File: src/dzcore_settings.svh
`ifndef DZCORE_SETTINGS_SVH
`define DZCORE_SETTINGS_SVH

// ----------------------------------------
// Reset values
// ----------------------------------------

// First opcode fetch address
`define DZ_RESET_PC 16'h0000

// Z, H and C set out of reset
`define DZ_RESET_FLAGS 8'hB0

// ----------------------------------------
// Microcode
// ----------------------------------------

`define DZ_UCODE_DEPTH 32

`endif
File: src/dzcorePkg.sv
package dzcorePkg;

  typedef logic [7:0]  byteT;
  typedef logic [15:0] addrT;
  typedef logic [2:0]  regIdT;  // B C D E H L (HL) A
  typedef logic [4:0]  upcT;

  localparam regIdT REG_MEM = 3'b110;
  localparam regIdT REG_A   = 3'b111;

  // Every instruction starts at the fetch word
  localparam upcT FETCH_UPC = 5'd0;

  typedef enum logic [3:0] {
    CMD_NOP,
    CMD_FETCH,    // opcode read at PC
    CMD_READIMM,  // operand read at PC
    CMD_LOADIMM,
    CMD_MOVE,
    CMD_ALU,
    CMD_STORE,    // A to (HL)
    CMD_JUMPLO,
    CMD_JUMPHI,
    CMD_HALT
  } uCmdT;

  typedef enum logic [1:0] {
    EOF_CONTINUE,
    EOF_END,
    EOF_END_IF_Z,
    EOF_END_IF_NZ
  } eofT;

  typedef enum logic [2:0] {
    ALU_ADD, ALU_SUB, ALU_AND, ALU_XOR, ALU_OR, ALU_INC, ALU_DEC, ALU_PASS
  } aluOpT;

  typedef enum logic [2:0] {
    ST_AFTER_RESET, ST_FETCH, ST_RUN, ST_END, ST_HALTED
  } seqStateT;

  typedef struct packed {
    uCmdT cmd;
    eofT  eof;
    logic incPc;
  } uopT;

  // Same bit order as the classic F register
  typedef struct packed {
    logic       z;
    logic       n;
    logic       h;
    logic       c;
    logic [3:0] zero;
  } flagsT;

  typedef struct packed {
    logic cyc;
    logic stb;
    logic we;
    addrT adr;
    byteT dat;
  } wbReqT;

  typedef struct packed {
    logic ack;
    byteT dat;
  } wbRspT;

  typedef struct packed {
    regIdT rdA;
    regIdT rdB;
    regIdT wrSel;
    logic  we;
  } regCtlT;

endpackage

File: src/dzAlu.sv
`include "dzcore_settings.svh"

module dzAlu (
  input  logic             iClock,
  input  logic             rstN,
  input  dzcorePkg::aluOpT aluOp,
  input  logic             aluEn,
  input  dzcorePkg::byteT  opA,
  input  dzcorePkg::byteT  opB,
  output dzcorePkg::byteT  result,
  output dzcorePkg::flagsT flags
);
  import dzcorePkg::*;

  flagsT      flagsNext;
  logic [8:0] wide;  // bit 8 carries or borrows
  logic [4:0] nibble;

  always_comb
  begin
    flagsNext      = flags;
    flagsNext.zero = '0;
    wide           = '0;
    nibble         = '0;
    result         = opB;
    case (aluOp)
      ALU_ADD:
      begin
        wide        = {1'b0, opA} + {1'b0, opB};
        nibble      = {1'b0, opA[3:0]} + {1'b0, opB[3:0]};
        result      = wide[7:0];
        flagsNext.n = 1'b0;
        flagsNext.h = nibble[4];
        flagsNext.c = wide[8];
      end
      ALU_SUB:
      begin
        wide        = {1'b0, opA} - {1'b0, opB};
        nibble      = {1'b0, opA[3:0]} - {1'b0, opB[3:0]};  // borrow from bit 4
        result      = wide[7:0];
        flagsNext.n = 1'b1;
        flagsNext.h = nibble[4];
        flagsNext.c = wide[8];
      end
      ALU_AND:
      begin
        result      = opA & opB;
        flagsNext.n = 1'b0;
        flagsNext.h = 1'b1;
        flagsNext.c = 1'b0;
      end
      ALU_XOR, ALU_OR:
      begin
        result      = (aluOp == ALU_XOR) ? (opA ^ opB) : (opA | opB);
        flagsNext.n = 1'b0;
        flagsNext.h = 1'b0;
        flagsNext.c = 1'b0;
      end
      // C untouched on INC and DEC
      ALU_INC:
      begin
        result      = opA + 8'd1;
        flagsNext.n = 1'b0;
        flagsNext.h = (result[3:0] == 4'h0);
      end
      ALU_DEC:
      begin
        result      = opA - 8'd1;
        flagsNext.n = 1'b1;
        flagsNext.h = (result[3:0] == 4'hF);
      end
      default: result = opB;  // Moves and loads
    endcase
    if (aluOp != ALU_PASS)
      flagsNext.z = (result == 8'h00);
  end

  always_ff @(posedge iClock or negedge rstN)
  begin
    if (!rstN)
      flags <= flagsT'(`DZ_RESET_FLAGS);
    else if (aluEn)
      flags <= flagsNext;
  end

  assert property (@(posedge iClock) disable iff (!rstN)
    flags.zero == 4'h0);

endmodule

File: src/dzBusMaster.sv
module dzBusMaster (
  input  logic             iClock,
  input  logic             rstN,
  input  logic             start,
  input  logic             we,
  input  dzcorePkg::addrT  adr,
  input  dzcorePkg::byteT  wrData,
  output logic             done,
  output dzcorePkg::byteT  rdData,
  output dzcorePkg::wbReqT busReq,
  input  dzcorePkg::wbRspT busRsp
);
  import dzcorePkg::*;

  logic cycQ;
  logic weQ;
  addrT adrQ;
  byteT datQ;

  always_ff @(posedge iClock or negedge rstN)
  begin
    if (!rstN)
    begin
      cycQ <= 1'b0;
      weQ  <= 1'b0;
    end
    else if (start)
    begin
      cycQ <= 1'b1;
      weQ  <= we;
    end
    else if (cycQ && busRsp.ack)
    begin
      cycQ <= 1'b0;  // drops the cycle after ack
      weQ  <= 1'b0;
    end
  end

  always_ff @(posedge iClock)
  begin
    if (start)
    begin
      adrQ <= adr;
      datQ <= wrData;
    end
  end

  assign busReq = '{cyc: cycQ, stb: cycQ, we: weQ, adr: adrQ, dat: datQ};
  assign done   = cycQ && busRsp.ack;
  assign rdData = busRsp.dat;

  assert property (@(posedge iClock) disable iff (!rstN)
    (busReq.stb && !busRsp.ack) |=> ($stable(busReq.adr) && $stable(busReq.dat)));

  // Sequencer waits for done before the next request
  assert property (@(posedge iClock) disable iff (!rstN) start |-> !cycQ);

endmodule

File: src/dzCore.sv
module dzCore (
  input  logic             iClock,
  input  logic             rstN,
  output dzcorePkg::wbReqT busReq,
  input  dzcorePkg::wbRspT busRsp,
  output logic             halted
);
  import dzcorePkg::*;

  uopT    uop;
  upcT    upc;
  upcT    flowEntry;
  aluOpT  aluOp;
  byteT   opcode;
  byteT   imm;
  regCtlT regCtl;
  logic   aluEn;
  logic   busStart;
  logic   busWe;
  addrT   busAdr;
  logic   busDone;
  byteT   busRdData;
  addrT   hl;
  byteT   rdA;
  byteT   rdB;
  byteT   aluOpB;
  byteT   aluResult;
  flagsT  flags;

  // Immediate replaces the second read port for LD r,n
  assign aluOpB = (uop.cmd == CMD_LOADIMM) ? imm : rdB;

  // ----------------------------------------
  // Control
  // ----------------------------------------
  dzUcodeRom uRom (
    .upc(upc), .opcode(opcode), .uop(uop), .flowEntry(flowEntry), .aluOp(aluOp)
  );

  dzSequencer uSeq (
    .iClock(iClock), .rstN(rstN), .uop(uop), .flowEntry(flowEntry), .flags(flags),
    .upc(upc), .opcode(opcode), .imm(imm), .regCtl(regCtl), .aluEn(aluEn),
    .busStart(busStart), .busWe(busWe), .busAdr(busAdr), .busDone(busDone),
    .busRdData(busRdData), .hl(hl), .halted(halted)
  );

  // ----------------------------------------
  // Datapath and bus
  // ----------------------------------------
  dzRegFile uRegs (
    .iClock(iClock), .rstN(rstN), .regCtl(regCtl), .wrData(aluResult),
    .rdA(rdA), .rdB(rdB), .hl(hl)
  );

  dzAlu uAlu (
    .iClock(iClock), .rstN(rstN), .aluOp(aluOp), .aluEn(aluEn),
    .opA(rdA), .opB(aluOpB), .result(aluResult), .flags(flags)
  );

  dzBusMaster uBus (
    .iClock(iClock), .rstN(rstN), .start(busStart), .we(busWe), .adr(busAdr),
    .wrData(rdA),  // A on STORE
    .done(busDone), .rdData(busRdData), .busReq(busReq), .busRsp(busRsp)
  );

endmodule

File: src/dzRegFile.sv
module dzRegFile (
  input  logic              iClock,
  input  logic              rstN,
  input  dzcorePkg::regCtlT regCtl,
  input  dzcorePkg::byteT   wrData,
  output dzcorePkg::byteT   rdA,
  output dzcorePkg::byteT   rdB,
  output dzcorePkg::addrT   hl
);
  import dzcorePkg::*;

  byteT regQ [7];  // B C D E H L A

  // A sits in the slot after L
  function automatic logic [2:0] slot(regIdT code);
    return (code == REG_A) ? 3'd6 : code;
  endfunction

  function automatic byteT readReg(regIdT code);
    byteT value;
    value = '0;
    if (code != REG_MEM)
      value = regQ[slot(code)];
    return value;
  endfunction

  // ----------------------------------------
  // Write port
  // ----------------------------------------
  always_ff @(posedge iClock or negedge rstN)
  begin
    if (!rstN)
    begin
      for (int i = 0; i < 7; i++)
      begin
        regQ[i] <= '0;
      end
    end
    else if (regCtl.we && regCtl.wrSel != REG_MEM)
    begin
      regQ[slot(regCtl.wrSel)] <= wrData;
    end
  end

  always_comb
  begin
    rdA = readReg(regCtl.rdA);
    rdB = readReg(regCtl.rdB);
  end

  assign hl  = {regQ[4], regQ[5]};  // Store address

endmodule

File: src/dzSequencer.sv
`include "dzcore_settings.svh"

module dzSequencer (
  input  logic              iClock,
  input  logic              rstN,
  input  dzcorePkg::uopT    uop,
  input  dzcorePkg::upcT    flowEntry,
  input  dzcorePkg::flagsT  flags,
  output dzcorePkg::upcT    upc,
  output dzcorePkg::byteT   opcode,
  output dzcorePkg::byteT   imm,
  output dzcorePkg::regCtlT regCtl,
  output logic              aluEn,
  output logic              busStart,
  output logic              busWe,
  output dzcorePkg::addrT   busAdr,
  input  logic              busDone,
  input  dzcorePkg::byteT   busRdData,
  input  dzcorePkg::addrT   hl,
  output logic              halted
);
  import dzcorePkg::*;

  seqStateT state;
  addrT     pc;
  byteT     opcodeQ;
  byteT     jumpLo;
  logic     busPend;  // request issued, waiting for done
  logic     isBusCmd;
  logic     opDone;
  logic     eofHit;
  logic     active;

  assign active   = (state == ST_FETCH) || (state == ST_RUN);
  assign isBusCmd = uop.cmd inside {CMD_FETCH, CMD_READIMM, CMD_JUMPLO, CMD_STORE};
  assign opDone   = isBusCmd ? busDone : 1'b1;
  assign busStart = active && isBusCmd && !busPend;
  assign busWe    = (uop.cmd == CMD_STORE);
  assign busAdr   = busWe ? hl : pc;
  assign halted   = (state == ST_HALTED);

  // New opcode reaches the lookup in the ack cycle
  assign opcode = (state == ST_FETCH && busDone) ? busRdData : opcodeQ;

  always_comb
  begin
    case (uop.eof)
      EOF_END:       eofHit = 1'b1;
      EOF_END_IF_Z:  eofHit = flags.z;
      EOF_END_IF_NZ: eofHit = !flags.z;
      default:       eofHit = 1'b0;
    endcase
  end

  // ----------------------------------------
  // Register file and ALU control
  // ----------------------------------------
  always_comb
  begin
    regCtl.rdA   = (uop.cmd == CMD_ALU && !opcodeQ[7]) ? opcodeQ[5:3] : REG_A;  // INC/DEC
    regCtl.rdB   = opcodeQ[2:0];
    regCtl.wrSel = (uop.cmd == CMD_ALU && opcodeQ[7]) ? REG_A : opcodeQ[5:3];
    regCtl.we    = (state == ST_RUN) && (uop.cmd inside {CMD_MOVE, CMD_LOADIMM, CMD_ALU});
    aluEn        = (state == ST_RUN) && (uop.cmd == CMD_ALU);
  end

  always_ff @(posedge iClock or negedge rstN)
  begin
    if (!rstN)
    begin
      state   <= ST_AFTER_RESET;
      upc     <= FETCH_UPC;
      pc      <= `DZ_RESET_PC;
      busPend <= 1'b0;
    end
    else
    begin
      if (busStart)
        busPend <= 1'b1;
      else if (busDone)
        busPend <= 1'b0;

      case (state)
        ST_AFTER_RESET: state <= ST_FETCH;
        ST_FETCH:
          if (opDone)
          begin
            upc   <= flowEntry;
            state <= ST_RUN;
          end
        ST_RUN:
          if (uop.cmd == CMD_HALT)
            state <= ST_HALTED;
          else if (opDone && eofHit)
            state <= ST_END;
          else if (opDone)
            upc <= upc + 5'd1;
        ST_END:
        begin
          upc   <= FETCH_UPC;
          state <= ST_FETCH;
        end
        default: state <= ST_HALTED;  // until reset
      endcase

      if (active && opDone && uop.cmd == CMD_JUMPHI)
        pc <= {imm, jumpLo};
      else if (active && opDone && uop.incPc)
        pc <= pc + 16'd1;
    end
  end

  // Bus read latches
  always_ff @(posedge iClock)
  begin
    if (active && busDone && uop.cmd == CMD_FETCH)
      opcodeQ <= busRdData;
    if (active && busDone && uop.cmd == CMD_READIMM)
      imm <= busRdData;
    if (active && busDone && uop.cmd == CMD_JUMPLO)
      jumpLo <= busRdData;
  end

  // A flow that keeps stepping must stay inside the ROM
  assert property (@(posedge iClock) disable iff (!rstN)
    (state == ST_RUN && opDone && !eofHit && uop.cmd != CMD_HALT)
      |-> (int'(upc) + 1 < `DZ_UCODE_DEPTH));

endmodule

File: src/dzUcodeRom.sv
`include "dzcore_settings.svh"

module dzUcodeRom (
  input  dzcorePkg::upcT   upc,
  input  dzcorePkg::byteT  opcode,
  output dzcorePkg::uopT   uop,
  output dzcorePkg::upcT   flowEntry,
  output dzcorePkg::aluOpT aluOp
);
  import dzcorePkg::*;

  localparam upcT FLOW_NOP     = 5'd1;
  localparam upcT FLOW_MOVE    = 5'd2;
  localparam upcT FLOW_LOADIMM = 5'd3;
  localparam upcT FLOW_ALU     = 5'd5;
  localparam upcT FLOW_INCDEC  = 5'd6;
  localparam upcT FLOW_STORE   = 5'd7;
  localparam upcT FLOW_JP      = 5'd8;
  localparam upcT FLOW_JPZ     = 5'd11;
  localparam upcT FLOW_JPNZ    = 5'd14;
  localparam upcT FLOW_HALT    = 5'd17;

  uopT rom [`DZ_UCODE_DEPTH];

  // ----------------------------------------
  // Flow table
  // ----------------------------------------
  always_comb
  begin
    for (int i = 0; i < `DZ_UCODE_DEPTH; i++)
    begin
      rom[i] = '{CMD_NOP, EOF_END, 1'b0};
    end
    rom[FETCH_UPC]        = '{CMD_FETCH, EOF_CONTINUE, 1'b1};
    rom[FLOW_NOP]         = '{CMD_NOP, EOF_END, 1'b0};
    rom[FLOW_MOVE]        = '{CMD_MOVE, EOF_END, 1'b0};
    rom[FLOW_LOADIMM]     = '{CMD_READIMM, EOF_CONTINUE, 1'b1};
    rom[FLOW_LOADIMM + 1] = '{CMD_LOADIMM, EOF_END, 1'b0};
    rom[FLOW_ALU]         = '{CMD_ALU, EOF_END, 1'b0};
    rom[FLOW_INCDEC]      = '{CMD_ALU, EOF_END, 1'b0};
    rom[FLOW_STORE]       = '{CMD_STORE, EOF_END, 1'b0};
    // High byte goes through the immediate latch
    rom[FLOW_JP]          = '{CMD_JUMPLO, EOF_CONTINUE, 1'b1};
    rom[FLOW_JP + 1]      = '{CMD_READIMM, EOF_CONTINUE, 1'b1};
    rom[FLOW_JP + 2]      = '{CMD_JUMPHI, EOF_END, 1'b0};
    rom[FLOW_JPZ]         = '{CMD_JUMPLO, EOF_CONTINUE, 1'b1};
    rom[FLOW_JPZ + 1]     = '{CMD_READIMM, EOF_END_IF_NZ, 1'b1};  // not taken
    rom[FLOW_JPZ + 2]     = '{CMD_JUMPHI, EOF_END, 1'b0};
    rom[FLOW_JPNZ]        = '{CMD_JUMPLO, EOF_CONTINUE, 1'b1};
    rom[FLOW_JPNZ + 1]    = '{CMD_READIMM, EOF_END_IF_Z, 1'b1};
    rom[FLOW_JPNZ + 2]    = '{CMD_JUMPHI, EOF_END, 1'b0};
    rom[FLOW_HALT]        = '{CMD_HALT, EOF_END, 1'b0};
  end

  assign uop = rom[upc];

  // ----------------------------------------
  // Opcode lookup
  // ----------------------------------------
  always_comb
  begin
    flowEntry = FLOW_NOP;
    aluOp     = ALU_PASS;
    casez (opcode)
      8'h76: flowEntry = FLOW_HALT;
      8'h77: flowEntry = FLOW_STORE;
      8'hC3: flowEntry = FLOW_JP;
      8'hCA: flowEntry = FLOW_JPZ;
      8'hC2: flowEntry = FLOW_JPNZ;
      8'b01??????:
        if (opcode[5:3] != REG_MEM && opcode[2:0] != REG_MEM)
          flowEntry = FLOW_MOVE;
      8'b00???110:
        if (opcode[5:3] != REG_MEM)
          flowEntry = FLOW_LOADIMM;
      8'b00???10?:
        if (opcode[5:3] != REG_MEM)
        begin
          flowEntry = FLOW_INCDEC;
          aluOp     = opcode[0] ? ALU_DEC : ALU_INC;
        end
      8'b10??????:
        if (opcode[2:0] != REG_MEM)
        begin
          flowEntry = FLOW_ALU;
          case (opcode[5:3])
            3'b000:  aluOp = ALU_ADD;
            3'b010:  aluOp = ALU_SUB;
            3'b100:  aluOp = ALU_AND;
            3'b101:  aluOp = ALU_XOR;
            3'b110:  aluOp = ALU_OR;
            default: flowEntry = FLOW_NOP;  // ADC, SBC, CP not kept
          endcase
        end
      default: flowEntry = FLOW_NOP;
    endcase
  end

endmodule

File: config.mk
export PLATFORM = sky130hd
export DESIGN_NAME = dzCore
export DESIGN_NICKNAME = d
export VERILOG_FILES = /design/src/dzcorePkg.sv /design/src/dzAlu.sv /design/src/dzBusMaster.sv /design/src/dzCore.sv /design/src/dzRegFile.sv /design/src/dzSequencer.sv /design/src/dzUcodeRom.sv
export VERILOG_INCLUDE_DIRS = /design/src
export SDC_FILE = /design/constraint.sdc
export NUM_CORES = 1
export LEC_CHECK = 0
export BUFFER_PORTS_ARGS = -buffer_cell sky130_fd_sc_hd__clkbuf_2
export CAP_MARGIN = 10
export CORE_MARGIN = 1
export CORE_UTILIZATION = 29
export CTS_CLUSTER_DIAMETER = 40
export DETAILED_ROUTE_END_ITERATION = 10
export MAX_ROUTING_LAYER = met4
export PLACE_DENSITY = 0.54
export SYNTH_ARGS = -nofsm -noshare
export SYNTH_HDL_FRONTEND = slang
export SYNTH_HIERARCHICAL = 1
export SYNTH_SLANG_ARGS = --single-unit
File: constraint.sdc
create_clock -name iClock -period 7.3 [get_ports iClock]
set_input_delay 0.365 -clock iClock [delete_from_list [all_inputs] [get_ports iClock]]
set_output_delay 0.365 -clock iClock [all_outputs]
set_load 0.005 [all_outputs]
* Word-level counts from Yosys, hierarchy flattened
Memories as Yosys holds them, arrays and structs flattened. Index checks and enable logic that the tools add are counted.
Cells by class: reductions and logical operators 39, $add $sub $neg 6, multiplexer cells 52, bitwise gates (word level) 7, $lt $le $gt $ge 5, multiply operators 0, div/mod/pow operators 0, shift operators 0, equality and inequality tests 49
Operator list (number):
- two-way mux 8 bit | 10
- bitwise mux 56 bit | 1
- binary-select mux 8 bit (select 3 bit) | 2
- two-way mux 16 bit | 3
- case mux 8 bit (6 select lines) | 1
- two-way mux 3 bit | 13
- equality test 3 bit (second input constant) | 10
- two-way mux 5 bit | 5
- case mux 5 bit (5 select lines) | 1
- demux 8 bit (select 3 bit) | 1
- equality test 8 bit (second input constant) | 3
- != test 3 bit (second input constant) | 7
- case mux 5 bit (4 select lines) | 1
- logical AND 1 bit | 19
- adder 16 x 1 -> 16 bit (second input constant) | 1
- equality test 4 x 3 -> 1 bit (second input constant) | 4
- equality test 8 x 7 -> 1 bit (second input constant) | 2
- equality test 3 x 2 -> 1 bit (second input constant) | 5
- case mux 3 bit (5 select lines) | 1
- case mux 5 bit (3 select lines) | 1
- two-way mux 7 bit | 2
- equality test 4 x 2 -> 1 bit (second input constant) | 3
- greater-or-equal comparator 4 bit (second input constant) | 3
- NOT 3 -> 4 bit | 3
- other kinds (35) | 56
Word-level totals: output and inout port bits 28, word-level logic and storage cells 177, memories 1, bits in latches 0, input port bits 11, register bits 131, memory bits (read-only) 224, memory bits (writable) 0
Memory list:
- (no name shown) | depth 32, bits a word 7, rd ports 1, clocked after memory_dff 0, wr ports 0, RTL line dzUcodeRom.sv:55 | assign uop = rom[upc];

* Logic depth before layout (Yosys ltp)
Gate-level depths: netlist (run 1).
depth in word-level cells 18, gate-level depth with buffers 27, depth with buffers taken out 24

* By module
The synthesis (run 1) kept the hierarchy.
By module, submodules not included:
- dzRegFile | area each 3185.6 um^2, cells an instance 246, sequential area each 1401.3 um^2, times used 1
- dzSequencer | area each 2796.4 um^2, cells an instance 246, sequential area each 1346.3 um^2, times used 1
- dzAlu | area each 2045.7 um^2, cells an instance 277, sequential area each 103.8 um^2, times used 1
- dzBusMaster | area each 893.4 um^2, cells an instance 43, sequential area each 770.7 um^2, times used 1
- dzUcodeRom | area each 524.3 um^2, cells an instance 81, sequential area each 0.0 um^2, times used 1
- dzCore | area each 143.9 um^2, cells an instance 10, sequential area each 0.0 um^2, times used 1

* Worst setup path before layout (run 1)
OpenSTA, ideal clock, no wires.
path kind reg2reg, start point reg uSeq.upc[0], end point reg uRegs.regQ, in the netlist uRegs/hl[15], data arrival time 6235 ps, setup time 66 ps, stages on the path, launching flop included 24, path buffers 2, slack 999 ps, clock period less this slack 6301 ps, required time 7234 ps, path through dfrtp_1 -> inv_1 -> ha_1 -> or2_2 -> a31oi_1 -> o21a_1 -> nand2b_1 -> nand2b_1 -> or3_1 -> buf_2 -> buf_6 -> nor2_1 -> a221oi_1 -> a221oi_1 -> inv_1 -> ha_1 -> a211oi_1 -> o21ai_1 -> o2111a_1 -> a211oi_1 -> xnor2_1 -> a21oi_1 -> a31oi_1 -> mux2_2
RTL lines:
- from (decl) | RTL line dzSequencer.sv:9 | output dzcorePkg::upcT upc,
- from (signal assigned) | RTL line dzSequencer.sv:88 | upc <= flowEntry;
- from (signal assigned) | RTL line dzSequencer.sv:97 | upc <= upc + 5'd1;
- to (signal, indexed assignment) | RTL line dzRegFile.sv:41 | regQ[slot(regCtl.wrSel)] <= wrData;
- to (decl) | RTL line dzRegFile.sv:12 | byteT regQ [7];

==> results.md, run 1 <==
* FILL cells at between 3000 and 4000
* Drt drc at 6
* Yosys warnings at 6
* F_max at 154 MHz
* Root Driver: clkbuf_16
* Largest net degree at the start of global routing at 56
* Register area at 3540 um^2
* Hold Path Class: in2reg
* Mapped cell area at 9150 um^2
* Avg Cell Area, Syn at 10.8 um^2
* H-Tree Depth at 4
* Period utilisation layout at about nine tenths
* Initial Util at 29.7%
* Sequential Power Share at a little under a third
* I/O pins at 39
* # hold bufs at CTS at 1
* Worst-path cell with the longest stage delay: or3_1
* Final Hold Fails at 0
* Critical Path AT at between 6 and 7 ns
* Row count at 64
* Num CTS Buffers at 17
* Via Count at 6849
* Cells after DPL at 1223
* CP Capture Type: flip-flop
* Avg WL per Cell at 19.6 um
* Initial antenna violation count at 0
* Vias in the first global route at 6625
* First-pass GRT wire length at 39300 um
* Reg2reg start: uSeq/upc[0]
* Final hold slack at 0.214 ns
* Clock-pin slew on the worst setup and hold paths at 0.06 ns
* Area of the multi-input gates at between 4000 and 5000 um^2
* Vias per inst at 5.45
* Total Routing Usage GR at 16.0%
* Switching power at 1.63 mW
* ANT nets after route at 0
* Critical path required time at between 7 and 8 ns
* Grt ovf at 0
* Slew @ Worst Pin at 1.06 ns
* DRC marker count from the first detailed-route iteration at 600
* Sw frac at about two fifths
* Synth Instances at 847
* PwrDens at 394 nW/um^2
* Die outline width at 180 um
* Worst Setup SP: uSeq/upc[0]
* Number of nets in the layout at 893
* Worst setup path endpoint: uRegs/hl[7]
* Post-Route WL at 24600 um
* Status: finished, violations left
* Postcts setup bufs at 0
* Crit path time final at 6.50 ns
* R2R depth at 21
* Die Y-Extent at 180 um
* Area Overhead vs Synth at 9.82%
* Post_cts resized at 0
* CTS sink count at approximately 130
* Die area at 32300 um^2
* Violations in the final reports: design-rule violations
* WS Path Type: reg2reg
* Clk_lat worst skew at 0.42 ns
* Reported max-cap violation count at 0
* Worst-path fanout max at 12
* 1st-pass router iterations at 11
* Crit path largest cell delay at 0.53 ns
* Cell Chain, Critical Path: inv_1 > ha_1 > or2_2 > a31oi_1 > o21a_1 > nand2b_1 > nand2b_1 > or3_1 > nor2_1 > a221oi_1 > a221oi_1 > inv_1 > ha_1 > a211oi_1 > o21ai_1 > o2111a_1 > a211oi_1 > xnor2_1 > a21oi_1 > a31oi_1 > mux2_2
* Hold path start: busRsp[8]
* Layout Cells excl Fill at 1256
* Startpoint types: flip-flop
* Total Power at 3.96 mW
* Diodes inserted at 0
* Max Buffers Root-to-Sink at 2
* DP Wirelength at between 15000 and 20000 um
* Core area at 30800 um^2
* RSZ-0062 raised after global routing: no
* Comb pwr share at a little under half
* Slew Limit Fails at 0
* Clock power frac at 20.5%
* Final Util at 32.6%
* Port bufs at 38
* Final Wtd Congestion at between 0.8 and 0.9
* Setup TNS at 0 ns
* Worst VDD drop at 0.175 mV
* Int Power at 2.32 mW
* R2R Setup Slk at 0.80 ns
* Layout cells sized above 1 at 26.2%
* CTS tree: built
* RR Endpoint: uRegs/hl[7]
* Static Leak at 4.13 nW
* Clock Skew at 0.0139 ns
* Final setup vio count at 0
* Post-Syn Nets at roughly 890
* Worst slew margin at 29.3%
power groups by stage:
stage,clock (mW),sequential (mW),combinational [mW]
3_3_place_gp,0,1.26,1.87
6_report,0.810,1.25,1.89
2_1_floorplan,0,1.19,1.47
4_1_cts,0.825,1.25,1.89
3_5_place_dp,0,1.26,1.87
5_1_grt,0.856,1.29,2.09
worst max-delay path, delay by kind of cell, from the launching register on:
| family | cells | cell delay, ns |
|---|---|---|
| XOR/XNOR | 1 | 0.17 |
| AO/OA/AOI/OAI | 10 | 2.85 |
| adder cells (fa/ha/maj) | 2 | 0.68 |
| flip-flops | 1 | 0.52 |
| AND/OR/NAND/NOR | 5 | 1.66 |
| multiplexers | 1 | 0.26 |
| buffers and inverters | 2 | 0.30 |
state kept, by name, summed over array words and instances, names as in the netlist:
name and cells:
uRegs/regQ 40, uRegs/hl 16, uSeq/state 3, uSeq/imm 8, uSeq/opcodeQ 8, uAlu/flags 1
uSeq/jumpLo 8, uBus/cycQ 1, uSeq/pc 16, uSeq/busPend 1, uSeq/upc 5, uBus/weQ 1
uBus/adrQ 16, uBus/datQ 8
per-layer routing:
metal | wire length (um) | vias up | track usage [%]
met5 | 0 | - | -
met4 | 311 | 0 | 4.07
met3 | 1230 | 25 | 2.53
met2 | 11300 | 211 | 24.5
met1 | 11800 | 3434 | 22.0
li1 | - | 3179 | -
layout by cell type (no fill, tap or decap), drive strengths merged, types with 6 or more instances in the layout:
cell type and n:
nand4 6, inv 46, a2111oi 10, o211ai 11, a221oi 26, clkinv 6
o22ai 8, nor2 45, ha 33, mux2i 29, o21ai 29, a22oi 12
dfrtp 83, a21o 6, xnor2 8, nor3b 9, nand2 32, a21oi 35
clkbuf 55, nand3 13, o31ai 6, nor2b 20, a31oi 9, xor2 12
edfxtp 48, nor4 6, buf 18, nor3 13, or3 7, mux2 104
nand2b 19
cell type report:
| type | count | share of cell area (%) |
|---|---|---|
| repair buffers | 56 | 3.29 |
| inverters | 41 | 1.53 |
| flip-flops and latches | 132 | 35.3 |
| well taps | 396 | 4.93 |
| clock buffers | 18 | 4.27 |
| multi-input cells | 599 | 49.4 |
| clock inverters | 14 | 1.26 |
how the worst min path moves through the flow:
stage	end	cells after the start
after floorplan	uBus/cycQ	0
after global placement	uSeq/upc[4]	1
after detailed placement	uSeq/upc[4]	1
after CTS	uBus/cycQ	3
after global routing	uSeq/opcodeQ[7]	1
final	uBus/cycQ	3
per-stage QoR:
stage / setup slack [ns] / area, um^2
global placement: 1.02 / 9480
detailed placement: 0.938 / 9480
finish: 0.800 / 10000
global route: 0.266 / 10000
floorplan: 1.25 / 9150
CTS: 0.913 / 10000
Note: power is estimated with default switching activity, not from simulation.
==> run 2: changes to the inputs <==
==> constraint.sdc (replaced) <==
create_clock -name iClock -period 7.35 [get_ports iClock]
set_input_delay 0.3675 -clock iClock [delete_from_list [all_inputs] [get_ports iClock]]
set_output_delay 0.3675 -clock iClock [all_outputs]
set_load 0.005 [all_outputs]
==> results.md, run 2 (synthesis gave the netlist of run 1 again) <==
* Cells after DPL at 1223 (unchanged)
* Startpoint types: flip-flop
* Worst slew margin at 29.3% (about the same)
* Reported max-cap violation count at 0 (unchanged)
* Worst VDD drop at 0.178 mV (+1.7%)
* Grt ovf at 0 (unchanged)
* CTS tree: built
* Largest register FFs at 40 (unchanged)
* Most frequent cells in the layout: mux2_2 (94), dfrtp_1 (83), edfxtp_1 (48)
* Hold Path Class: in2reg
* First-pass GRT wire length at 39300 um (about the same)
* Port bufs at 38 (unchanged)
* Commonest non-fill, non-tap cell in the layout: mux2_2
* FILL cells at 3084 (-0.77%)
* DP Wirelength at 17800 um (+1.2%)
* Slew Limit Fails at 0 (unchanged)
* Crit path largest cell delay at 0.71 ns (+0.18 ns)
* Post-Route WL at 24800 um (+0.92%)
* CTS sink count at 132 (unchanged)
* Int Power at 2.39 mW (+2.8%)
* Total Routing Usage GR at 16.1% (+0.12 points)
* PwrDens at 398 nW/um^2 (+1.0%)
* H-Tree Depth at 4 (unchanged)
* Core area at 30800 um^2 (unchanged)
* Post_cts resized at 0 (unchanged)
* Max Buffers Root-to-Sink at 2 (unchanged)
* F_max at 154 MHz (-0.11%)
* 1st-pass router iterations at 9 (-2)
* Sequential Power Share at 31.0% (-0.7 points)
* Initial antenna violation count at 0 (unchanged)
* Comb pwr share at 47.0% (-0.9 points)
* Area of the multi-input gates at 4970 um^2 (unchanged)
* Area Overhead vs Synth at 10.5%
* Final Hold Fails at 0 (unchanged)
* Final Wtd Congestion at 0.856 (+0.39%)
* Root Driver: clkbuf_16
* Slew @ Worst Pin at 1.06 ns (+0.000272 ns)
* Register area at 3540 um^2 (unchanged)
* Postcts setup bufs at 0 (unchanged)
* Critical Path AT at 6.87 ns (+0.02 ns)
* Vias per inst at 5.45 (-0.13%)
* CP Capture Type: flip-flop
* Final setup vio count at 0 (unchanged)
* Worst-path cell with the longest stage delay: or3_1
* Vias in the first global route at 6669 (+0.66%)
* Die Y-Extent at 180 um (unchanged)
* Largest Register: uRegs/regQ
* DRC marker count from the first detailed-route iteration at 630 (+5.0%)
* Clock-pin slew on the worst setup and hold paths at 0.06 ns (about the same)
* Clk_lat worst skew at 0.42 ns (about the same)
* Sw frac at 40.6% (-0.70 points)
* Crit path time final at 6.51 ns (+0.00737 ns)
* Switching power at 1.63 mW (about the same)
* Via Count at 6840 (-0.13%)
* Initial Util at 29.7% (unchanged)
* Setup ws final at 0.843 ns (+0.0426 ns)
* Diodes inserted at 0 (unchanged)
* RSZ-0062 raised after global routing: no
* Drt drc at 6 (unchanged)
* I/O pins at 39 (unchanged)
* Clock Skew at 0.00987 ns (-0.00398 ns)
* Cell Chain, Critical Path: inv_1 > ha_1 > or2_2 > a31oi_1 > o21a_1 > nand2b_1 > nand2b_1 > or3_1 > nor2_1 > a221oi_1 > a221oi_1 > inv_1 > ha_1 > a211oi_1 > o21ai_1 > o2111a_1 > a211oi_1 > xnor2_1 > a21oi_1 > a31oi_1 > mux2_2
* Status: finished, violations left
* Num CTS Buffers at 17 (unchanged)
* WS Path Type: reg2reg
* Die area at 32300 um^2 (unchanged)
* Static Leak at 4.15 nW (+0.67%)
* Row count at 64 (unchanged)
* Die outline width at 180 um (unchanged)
* Largest net degree at the start of global routing at 56 (unchanged)
* Period utilisation layout at 88.5% (-0.51 points)
* Violations in the final reports: design-rule violations
* Layout cells sized above 1 at 26.2% (unchanged)
* Critical path required time at 7.71 ns (+0.06 ns)
* Pre-CTS setup slack at 0.890 ns (-0.0478 ns)
* ANT nets after route at 0 (unchanged)
* Setup TNS at 0 ns (unchanged)
* Worst-path fanout max at 16 (+4)
* Number of nets in the layout at 893 (unchanged)
* Clock power frac at 22.0% (+1.5 points)
* Avg WL per Cell at 19.7 um (+0.92%)
* Layout Cells excl Fill at 1256 (unchanged)
## run 2: changes by cell type in the layout (fill, tap and decap cells not counted), sizes merged
cell	before	now
bufinv	1	3
clkinv	6	4
clkbuf	55	56
clkinvlp	2	1
## run 2: final timing paths
check / start / to / slack, ns / cells past startpoint
min in group asynchronous: rstN / uSeq/upc[4] / 0.42 / 2
min reg2reg: uSeq/busPend / uSeq/busPend / 0.50 / 1
max in group asynchronous: rstN / uRegs/regQ[24] / 5.82 / 3
min: busRsp[8] / uBus/cycQ / 0.21 / 3
max reg2reg: uSeq/upc[0] / uRegs/hl[15] / 0.84 / 21
max: uSeq/upc[0] / uRegs/hl[15] / 0.84 / 21
## run 2: cell type report
type                            count  area share, %
Inverter                           41           1.52
Multi-Input combinational cell    599           49.1
Sequential cell                   132           35.1
Clock inverter                     13           1.71
Clock buffer                       19           4.38
Tap cell                          396           4.90
Timing Repair Buffer               56           3.27
## run 2: critical path: cells and delay by family (launching register included)
family / cells / cell delay, ns
DFF: 1 / 0.51
muxes: 1 / 0.26
xor gates and xnor gates: 1 / 0.16
buffers and inverters: 2 / 0.29
adders and majority gates: 2 / 0.69
and+or+nand+nor: 5 / 1.90
AOI/OAI and AO/OA: 10 / 2.64
## run 2: power groups by stage
| stage | registers [mW] | logic, mW | clock network [mW] |
|---|---|---|---|
| after floorplan | 1.18 | 1.46 | 0 |
| after global placement | 1.25 | 1.86 | 0 |
| after detailed placement | 1.25 | 1.87 | 0 |
| after CTS | 1.25 | 1.88 | 0.901 |
| after global routing | 1.28 | 2.07 | 0.932 |
| final | 1.25 | 1.89 | 0.885 |
## run 2: repair_timing
action / 4_1_cts / 5_1_grt
hold buffers: 1 / 0
hold endpoints to repair: 29 / 0
setup endpoints to repair: 0 / 0
## run 2: metrics by stage
| step | hold WS [ns] | instance area [um^2] | power [mW] | util [%] |
|---|---|---|---|---|
| 2_1_floorplan | 0.0719 | 9150 | 2.64 | - |
| 3_3_place_gp | 0.331 | 9480 | 3.11 | 30.8 |
| 3_5_place_dp | 0.335 | 9480 | 3.12 | 30.8 |
| 4_1_cts | 0.191 | 10100 | 4.02 | 32.8 |
| 5_1_grt | 0.205 | 10100 | 4.28 | 32.8 |
| 6_report | 0.206 | 10100 | 4.02 | 32.8 |
## run 2: metal layers
layer	up-vias	track usage, %	wire (um)
met5	-	-	0
met4	0	3.72	371
li1	3176	-	-
met1	3431	22.4	12000
met2	209	24.3	11200
met3	24	2.98	1180
